File: config.mk
export PLATFORM = sky130hd
export DESIGN_NAME = agu_top
export DESIGN_NICKNAME = d
export VERILOG_FILES = /design/src/hdl/agu_pkg.sv /design/src/hdl/agu_addr_gen.sv /design/src/hdl/agu_cfg_regs.sv /design/src/hdl/agu_dma_ctrl.sv /design/src/hdl/agu_top.sv
export SDC_FILE = /design/constraint.sdc
export NUM_CORES = 1
export LEC_CHECK = 0
export ABC_AREA = 1
export BUFFER_PORTS_ARGS = -buffer_cell sky130_fd_sc_hd__buf_2
export CORE_ASPECT_RATIO = 2
export CORE_UTILIZATION = 47
export CTS_BUF_LIST = sky130_fd_sc_hd__clkbuf_16
export CTS_CLUSTER_DIAMETER = 50
export DETAILED_ROUTE_END_ITERATION = 8
export PLACE_DENSITY = 0.71
export SLEW_MARGIN = 15
export SYNTH_ARGS = -nofsm -noshare
export SYNTH_HDL_FRONTEND = slang
export SYNTH_SLANG_ARGS = --single-unit
File: constraint.sdc
create_clock -name clk -period 8.97 [get_ports clk]
set_input_delay 0.897 -clock clk [delete_from_list [all_inputs] [get_ports clk]]
set_output_delay 0.897 -clock clk [all_outputs]
set_load 0.005 [all_outputs]
File: src/hdl/agu_pkg.sv
package agu_pkg;

    // word address width for source and destination
    localparam int agu_addr_w = 13;

    // nested loop depth, level 3 innermost
    localparam int agu_lvl_n = 4;

    // wishbone data width on both ports
    localparam int agu_data_w = 32;

    // slave register index width
    localparam int agu_reg_adr_w = 4;

    // slave register map
    typedef enum logic [agu_reg_adr_w-1:0] {
        reg_ctrl     = 4'd0,
        reg_status   = 4'd1,
        reg_src_base = 4'd2,
        reg_dst_base = 4'd3,
        reg_gap0     = 4'd4,
        reg_gap1     = 4'd5,
        reg_gap2     = 4'd6,
        reg_gap3     = 4'd7,
        reg_len0     = 4'd8,
        reg_len1     = 4'd9,
        reg_len2     = 4'd10,
        reg_len3     = 4'd11
    } agu_reg_e;

    // transfer controller states
    typedef enum logic [1:0] {
        st_idle,
        st_load,
        st_read,
        st_write
    } dma_state_e;

endpackage

File: src/hdl/agu_addr_gen.sv
`timescale 1ns/100ps

module agu_addr_gen import agu_pkg::*; (
    input  logic                                  clk,
    input  logic                                  rst_n,

    input  logic [agu_addr_w-1:0]                 cfg_base_addr,
    input  logic [agu_lvl_n-1:0][agu_addr_w-1:0]  cfg_gap,
    input  logic [agu_lvl_n-1:0][agu_addr_w-1:0]  cfg_len,

    input  logic                                  init_en,
    input  logic                                  step,

    output logic [agu_addr_w-1:0]                 addr,
    output logic                                  last
);

    // run configuration, captured on init
    logic [agu_addr_w-1:0]                base_q;
    logic [agu_lvl_n-1:0][agu_addr_w-1:0] gap_q;
    logic [agu_lvl_n-1:0][agu_addr_w-1:0] len_q;

    // per level loop state
    logic [agu_lvl_n-1:0][agu_addr_w-1:0] loop_cnt;
    logic [agu_lvl_n-1:0][agu_addr_w-1:0] loop_cnt_ns;
    logic [agu_lvl_n-1:0][agu_addr_w-1:0] loop_part;
    logic [agu_lvl_n-1:0][agu_addr_w-1:0] loop_part_ns;

    logic [agu_lvl_n-1:0] lvl_hit;
    logic [agu_lvl_n-1:0] lvl_adv;
    logic [agu_addr_w-1:0] base_sel;
    logic [agu_addr_w-1:0] addr_ns;

    always_ff @(posedge clk or negedge rst_n) begin
        if (!rst_n) begin
            base_q <= '0;
            gap_q  <= '0;
            len_q  <= '0;
        end else if (init_en) begin
            base_q <= cfg_base_addr;
            gap_q  <= cfg_gap;
            len_q  <= cfg_len;
        end
    end

    // a level has reached its length
    always_comb begin
        for (int k = 0; k < agu_lvl_n; k++) begin
            lvl_hit[k] = (loop_cnt[k] == len_q[k]);
        end
    end

    // innermost always moves on step, outer ones carry in
    always_comb begin
        lvl_adv[agu_lvl_n-1] = step;
        for (int k = agu_lvl_n - 2; k >= 0; k--) begin
            lvl_adv[k] = lvl_adv[k+1] & lvl_hit[k+1];
        end
    end

    always_comb begin
        for (int k = 0; k < agu_lvl_n; k++) begin
            loop_cnt_ns[k]  = loop_cnt[k];
            loop_part_ns[k] = loop_part[k];

            if (init_en) begin
                loop_cnt_ns[k]  = '0;
                loop_part_ns[k] = '0;
            end else if (lvl_adv[k]) begin
                if (lvl_hit[k]) begin
                    // wrap this level back to its first element
                    loop_cnt_ns[k]  = '0;
                    loop_part_ns[k] = '0;
                end else begin
                    loop_cnt_ns[k]  = loop_cnt[k] + agu_addr_w'(1);
                    loop_part_ns[k] = loop_part[k] + gap_q[k];
                end
            end
        end
    end

    // first address is the new base itself
    assign base_sel = init_en ? cfg_base_addr : base_q;

    // sum wraps modulo the address space
    always_comb begin
        addr_ns = base_sel;
        for (int k = 0; k < agu_lvl_n; k++) begin
            addr_ns = addr_ns + loop_part_ns[k];
        end
    end

    always_ff @(posedge clk or negedge rst_n) begin
        if (!rst_n) begin
            loop_cnt  <= '0;
            loop_part <= '0;
        end else begin
            loop_cnt  <= loop_cnt_ns;
            loop_part <= loop_part_ns;
        end
    end

    always_ff @(posedge clk or negedge rst_n) begin
        if (!rst_n) begin
            addr <= '0;
        end else if (init_en || step) begin
            addr <= addr_ns;
        end
    end

    // final element once every level sits at its length
    assign last = &lvl_hit;

endmodule

File: src/hdl/agu_cfg_regs.sv
`timescale 1ns/100ps

module agu_cfg_regs import agu_pkg::*; (
    input  logic                                  clk,
    input  logic                                  rst_n,

    // wishbone classic slave
    input  logic                                  s_cyc,
    input  logic                                  s_stb,
    input  logic                                  s_we,
    input  logic [agu_reg_adr_w-1:0]              s_adr,
    input  logic [agu_data_w-1:0]                 s_dat_w,
    output logic [agu_data_w-1:0]                 s_dat_r,
    output logic                                  s_ack,

    input  logic                                  busy,
    output logic                                  start,

    output logic [agu_addr_w-1:0]                 cfg_src_base,
    output logic [agu_addr_w-1:0]                 cfg_dst_base,
    output logic [agu_lvl_n-1:0][agu_addr_w-1:0]  cfg_gap,
    output logic [agu_lvl_n-1:0][agu_addr_w-1:0]  cfg_len
);

    logic                  req;
    logic                  wr_en;
    logic                  busy_q;
    logic                  done;
    logic [agu_data_w-1:0] rd_data;

    // new request, not yet acknowledged
    assign req   = s_cyc & s_stb & ~s_ack;
    assign wr_en = req & s_we;

    always_ff @(posedge clk or negedge rst_n) begin
        if (!rst_n) begin
            s_ack <= 1'b0;
        end else begin
            s_ack <= req;
        end
    end

    always_ff @(posedge clk or negedge rst_n) begin
        if (!rst_n) begin
            start <= 1'b0;
        end else begin
            start <= wr_en && (agu_reg_e'(s_adr) == reg_ctrl) && s_dat_w[0];
        end
    end

    // gap and len indices share their low two bits with the level
    always_ff @(posedge clk or negedge rst_n) begin
        if (!rst_n) begin
            cfg_src_base <= '0;
            cfg_dst_base <= '0;
            cfg_gap      <= '0;
            cfg_len      <= '0;
        end else if (wr_en) begin
            case (agu_reg_e'(s_adr))
                reg_src_base: cfg_src_base <= s_dat_w[agu_addr_w-1:0];
                reg_dst_base: cfg_dst_base <= s_dat_w[agu_addr_w-1:0];
                reg_gap0, reg_gap1, reg_gap2, reg_gap3:
                    cfg_gap[s_adr[1:0]] <= s_dat_w[agu_addr_w-1:0];
                reg_len0, reg_len1, reg_len2, reg_len3:
                    cfg_len[s_adr[1:0]] <= s_dat_w[agu_addr_w-1:0];
                default: ;
            endcase
        end
    end

    // sticky done, set when busy falls
    always_ff @(posedge clk or negedge rst_n) begin
        if (!rst_n) begin
            busy_q <= 1'b0;
            done   <= 1'b0;
        end else begin
            busy_q <= busy;
            if (start) begin
                done <= 1'b0;
            end else if (busy_q && !busy) begin
                done <= 1'b1;
            end
        end
    end

    always_comb begin
        rd_data = '0;
        case (agu_reg_e'(s_adr))
            reg_status:   rd_data[1:0] = {done, busy};
            reg_src_base: rd_data[agu_addr_w-1:0] = cfg_src_base;
            reg_dst_base: rd_data[agu_addr_w-1:0] = cfg_dst_base;
            reg_gap0, reg_gap1, reg_gap2, reg_gap3:
                rd_data[agu_addr_w-1:0] = cfg_gap[s_adr[1:0]];
            reg_len0, reg_len1, reg_len2, reg_len3:
                rd_data[agu_addr_w-1:0] = cfg_len[s_adr[1:0]];
            // ctrl and unmapped read as zero
            default: rd_data = '0;
        endcase
    end

    always_ff @(posedge clk or negedge rst_n) begin
        if (!rst_n) begin
            s_dat_r <= '0;
        end else if (req) begin
            s_dat_r <= rd_data;
        end
    end

endmodule

File: src/hdl/agu_dma_ctrl.sv
`timescale 1ns/100ps

module agu_dma_ctrl import agu_pkg::*; (
    input  logic                   clk,
    input  logic                   rst_n,

    input  logic                   start,
    output logic                   busy,
    input  logic [agu_addr_w-1:0]  cfg_dst_base,

    // address generator handshake
    output logic                   gen_init,
    output logic                   gen_step,
    input  logic [agu_addr_w-1:0]  gen_addr,
    input  logic                   gen_last,

    // wishbone classic master
    output logic                   m_cyc,
    output logic                   m_stb,
    output logic                   m_we,
    output logic [agu_addr_w-1:0]  m_adr,
    output logic [agu_data_w-1:0]  m_dat_w,
    input  logic [agu_data_w-1:0]  m_dat_r,
    input  logic                   m_ack
);

    dma_state_e state_q;
    dma_state_e state_d;

    logic [agu_addr_w-1:0] dst_base_q;
    logic [agu_addr_w-1:0] dst_idx;
    logic [agu_addr_w-1:0] dst_addr;
    logic [agu_data_w-1:0] data_q;
    logic                  wr_done;

    assign wr_done = (state_q == st_write) && m_ack;

    always_comb begin
        state_d = state_q;
        case (state_q)
            st_idle: begin
                if (start) begin
                    state_d = st_load;
                end
            end
            st_load: state_d = st_read;
            st_read: begin
                if (m_ack) begin
                    state_d = st_write;
                end
            end
            st_write: begin
                if (m_ack) begin
                    state_d = gen_last ? st_idle : st_read;
                end
            end
            default: state_d = st_idle;
        endcase
    end

    always_ff @(posedge clk or negedge rst_n) begin
        if (!rst_n) begin
            state_q <= st_idle;
        end else begin
            state_q <= state_d;
        end
    end

    // destination walks linearly from the latched base
    always_ff @(posedge clk or negedge rst_n) begin
        if (!rst_n) begin
            dst_base_q <= '0;
            dst_idx    <= '0;
        end else if (state_q == st_load) begin
            dst_base_q <= cfg_dst_base;
            dst_idx    <= '0;
        end else if (wr_done) begin
            dst_idx <= dst_idx + agu_addr_w'(1);
        end
    end

    assign dst_addr = dst_base_q + dst_idx;

    // read word held until its write completes
    always_ff @(posedge clk or negedge rst_n) begin
        if (!rst_n) begin
            data_q <= '0;
        end else if ((state_q == st_read) && m_ack) begin
            data_q <= m_dat_r;
        end
    end

    assign busy     = (state_q != st_idle);
    assign gen_init = (state_q == st_load);

    // no step after the final element
    assign gen_step = wr_done && !gen_last;

    // one transfer per state, fields stable until ack
    assign m_cyc   = (state_q == st_read) || (state_q == st_write);
    assign m_stb   = m_cyc;
    assign m_we    = (state_q == st_write);
    assign m_adr   = m_we ? dst_addr : gen_addr;
    assign m_dat_w = data_q;

endmodule

File: src/hdl/agu_top.sv
`timescale 1ns/100ps

module agu_top import agu_pkg::*; (
    input  logic                      clk,
    input  logic                      rst_n,

    // host register port
    input  logic                      s_cyc,
    input  logic                      s_stb,
    input  logic                      s_we,
    input  logic [agu_reg_adr_w-1:0]  s_adr,
    input  logic [agu_data_w-1:0]     s_dat_w,
    output logic [agu_data_w-1:0]     s_dat_r,
    output logic                      s_ack,

    // scratchpad memory port
    output logic                      m_cyc,
    output logic                      m_stb,
    output logic                      m_we,
    output logic [agu_addr_w-1:0]     m_adr,
    output logic [agu_data_w-1:0]     m_dat_w,
    input  logic [agu_data_w-1:0]     m_dat_r,
    input  logic                      m_ack
);

    logic                                 start;
    logic                                 busy;
    logic [agu_addr_w-1:0]                cfg_src_base;
    logic [agu_addr_w-1:0]                cfg_dst_base;
    logic [agu_lvl_n-1:0][agu_addr_w-1:0] cfg_gap;
    logic [agu_lvl_n-1:0][agu_addr_w-1:0] cfg_len;
    logic                                 gen_init;
    logic                                 gen_step;
    logic [agu_addr_w-1:0]                gen_addr;
    logic                                 gen_last;

    agu_cfg_regs regs_i (
        .clk          (clk),
        .rst_n        (rst_n),
        .s_cyc        (s_cyc),
        .s_stb        (s_stb),
        .s_we         (s_we),
        .s_adr        (s_adr),
        .s_dat_w      (s_dat_w),
        .s_dat_r      (s_dat_r),
        .s_ack        (s_ack),
        .busy         (busy),
        .start        (start),
        .cfg_src_base (cfg_src_base),
        .cfg_dst_base (cfg_dst_base),
        .cfg_gap      (cfg_gap),
        .cfg_len      (cfg_len)
    );

    agu_dma_ctrl ctrl_i (
        .clk          (clk),
        .rst_n        (rst_n),
        .start        (start),
        .busy         (busy),
        .cfg_dst_base (cfg_dst_base),
        .gen_init     (gen_init),
        .gen_step     (gen_step),
        .gen_addr     (gen_addr),
        .gen_last     (gen_last),
        .m_cyc        (m_cyc),
        .m_stb        (m_stb),
        .m_we         (m_we),
        .m_adr        (m_adr),
        .m_dat_w      (m_dat_w),
        .m_dat_r      (m_dat_r),
        .m_ack        (m_ack)
    );

    agu_addr_gen gen_i (
        .clk           (clk),
        .rst_n         (rst_n),
        .cfg_base_addr (cfg_src_base),
        .cfg_gap       (cfg_gap),
        .cfg_len       (cfg_len),
        .init_en       (gen_init),
        .step          (gen_step),
        .addr          (gen_addr),
        .last          (gen_last)
    );

endmodule

==> results.md <==
* Yosys warning total at 0
* I/O Buffers at 116
* Main synth FF type: dfrtp_1
* Drt first-iter violations at around 1400
* Crit Path Category: register to register
* Most common cell after layout, fill and taps aside: nand2_1
* Filler cell count at 4471
* Total CTS buffers at 43
* Arr. time, crit path at 7100 ps
* Max_slew headroom at 0.322
* Main combinational cell family by area after synthesis: simple AND/OR/NAND/NOR gates
* Mapped Area at 0.0232 mm^2
* Flip-flop and latch count after synthesis at around 440
* Worst Path Max Fanout at 22
* Crit start category: register
* Initial antenna violation count at 0
* Dpl hpwl at 53800 um
* Post-synth EDFFs at 0
* Rows at 114
* Worst min path class: primary input to async pin
* I/O Pins at 155
* Yosys cell types at 58
* Drt drc at 0
* WL per Instance at 20.2 um
* Post-CTS Hold Buffers at 0
* Power per cell area at between 200 and 250 mW/mm^2
* Die height at 316 um
* Final slew viol count at 0
* Max Root-Sink Buffers at 3
* RSZ-0062 raised after global routing: false
* Final GP Congestion at 0.977
* Post-synthesis compound-gate area fraction at 0.139
* Hold Fails Final Rpt at 0
* Area Growth Syn to Fin at 10.7%
* CTS tree: yes
* Sequential area share after synthesis at 0.475
* Outcome: finished, final reports clean
* Share of layout cells above drive strength 1 at 0.0933
* Fmax at 0.151 GHz
* Worst-Skew Late Latency at 590 ps
* Die W at 159 um
* Post-synth ARST share at 1.00
* H-Tree Depth at 2
* CTS Sinks at 441
* Largest net degree at the start of global routing at 178
* Worst r2r src: gen_i.loop_cnt[23]
* Most frequent cells in the layout: nand2_1 (733), dfrtp_1 (441), inv_1 (386)
* Post-synthesis mux area share at 0.0155
* Post-Syn Area per Cell at around 8.3 um^2
* Fin Hold WS at 372 ps
* Total gr overflow at 0
* Setup_tns at 0 ps
* First drt pass iteration count at 6
* First-pass GRT wire length at 110000 um
* CP Capture Type: register
* Slowest cell on crit path: fa_1
* Max IR drop VDD at 0.174 mV
* Final WL at 71700 um
* Required time of the critical path at 9460 ps
* Vias/cell at 5.50
* Fin cells at 3543
* Post-CTS Resized at 0
* Crit path largest cell delay at approximately 540 ps
* Post-Synth XOR/XNOR Area at 0.0252
* Final period util at 0.736
* Root buffer cell: clkbuf_16
* Setup violators final at 0
* Cell count after synthesis at 2784
* Reg2reg end: gen_i.addr[11]
* Antenna cell count at 0
* Post-CTS setup buffer count at 0
* Tot Pwr at 6.43 mW
* Post-Place Worst Slack at 2400 ps
* Flop2flop setup slack at around 2400 ps
* Worst Skew at 23.1 ps
* Final worst slack at 2360 ps
* Leakage at 12.9 nW
* R2R depth at 29
* Pin slew with the least headroom to its limit at slightly above 1000 ps
* Final Critical Period at 6610 ps
* DR vias at 19500
* Core Box Area at roughly 0.049 mm^2
* Max-cap violations at 0
* Cells after DPL at 3471
* Clk slew on worst S/H paths at around 60 ps
* DIE AREA at 0.0504 mm^2
* Synth Area in Adders at 0.0764
* Simple-gate share of the synthesized area at 0.184
* Initial Utilization at 0.478
* Routed Antenna Nets at 0
* GRT Total Usage at 0.287
* Vias in the first global route at 19600
* Post-layout nets at about 3000
logic make-up (layout without fill, tap and decap cells):
logic type | count (synthesis) | after routing
AO/OA/AOI/OAI | 582 | 582
XOR/XNOR | 67 | 67
adder cells (fa/ha/maj) | 118 | 118
buffers and inverters | 500 | 603
flip-flops | 441 | 441
multiplexers | 32 | 32
other | 1 | 19
AND/OR/NAND/NOR | 1043 | 1043
flip-flops by register name, summed over array words and instances, names as in the netlist, 32 cells and up:
| register | count |
|---|---|
| regs_i.cfg_gap | 52 |
| ctrl_i.m_dat_w | 32 |
| gen_i.gap_q | 52 |
| gen_i.len_q | 52 |
| gen_i.loop_cnt | 52 |
| gen_i.loop_part | 52 |
| regs_i.cfg_len | 52 |
metrics by stage:
| step | util | cell area, um^2 |
|---|---|---|
| global route | 0.529 | 25700 |
| detailed placement | 0.502 | 24400 |
| CTS | 0.529 | 25700 |
| global placement | 0.502 | 24400 |
| floorplan | - | 23300 |
| finish | 0.529 | 25700 |
where the power goes:
group / switching, mW / total [mW] / internal, mW
registers: 0.286 / 2.61 / 2.32
logic: 1.28 / 2.02 / 0.740
clock network: 0.822 / 1.80 / 0.981
synthesized netlist by cell type, types with 31 or more instances:
library cell  count  share of area
nand2_1         733           0.12
dfrtp_1         441           0.47
inv_1           381          0.062
o21ai_0         331          0.071
nor2_1          138          0.022
a21oi_1         118          0.025
nand3_1          79          0.017
ha_1             78          0.042
clkbuf_1         70          0.011
xor2_1           51          0.019
fa_1             40          0.034
nor3_1           34         0.0073
mux2_2           32          0.016
a22oi_1          31          0.010
how the worst max path moves through the flow:
| stage | startpoint | slack, ps | end | cells after the start |
|---|---|---|---|---|
| after detailed placement | m_ack | 2400 | gen_i.addr[11] | 29 |
| after CTS | gen_i.loop_cnt[23] | 2390 | gen_i.addr[11] | 29 |
| after global placement | m_ack | 2450 | gen_i.addr[11] | 29 |
| final | gen_i.loop_cnt[23] | 2360 | gen_i.addr[11] | 29 |
| after global routing | gen_i.loop_cnt[23] | 1880 | gen_i.addr[11] | 29 |
| after floorplan | m_ack | 3380 | gen_i.addr[11] | 25 |
final cells by class:
class                           count  area (um^2)  share of cell area
Clock buffer                       44         1100              0.0428
Multi-Input combinational cell   1861        10300               0.401
Clock inverter                     28          238             0.00924
Tap cell                          638          798              0.0310
Timing Repair Buffer              136          766              0.0298
Sequential cell                   441        11000               0.429
Inverter                          395         1490              0.0579
routing by layer:
metal | vias up | GRT usage | routed length (um) | part of all wire
met5 | - | 0 | 0 | 0
met4 | 0 | 0.241 | 6640 | 0.093
met3 | 261 | 0.0340 | 3420 | 0.048
met2 | 687 | 0.521 | 36800 | 0.51
met1 | 9394 | 0.295 | 24800 | 0.35
li1 | 9138 | - | - | -
critical path, delay by kind of cell (launching register included):
kind,cells,cell delay [ps]
AO/OA/AOI/OAI,6,1220
flip-flops,1,430
adder cells (fa/ha/maj),4,2050
buffers and inverters,4,570
AND/OR/NAND/NOR,14,2030
XOR/XNOR,1,200
Note: power is estimated with default switching activity, not from simulation.
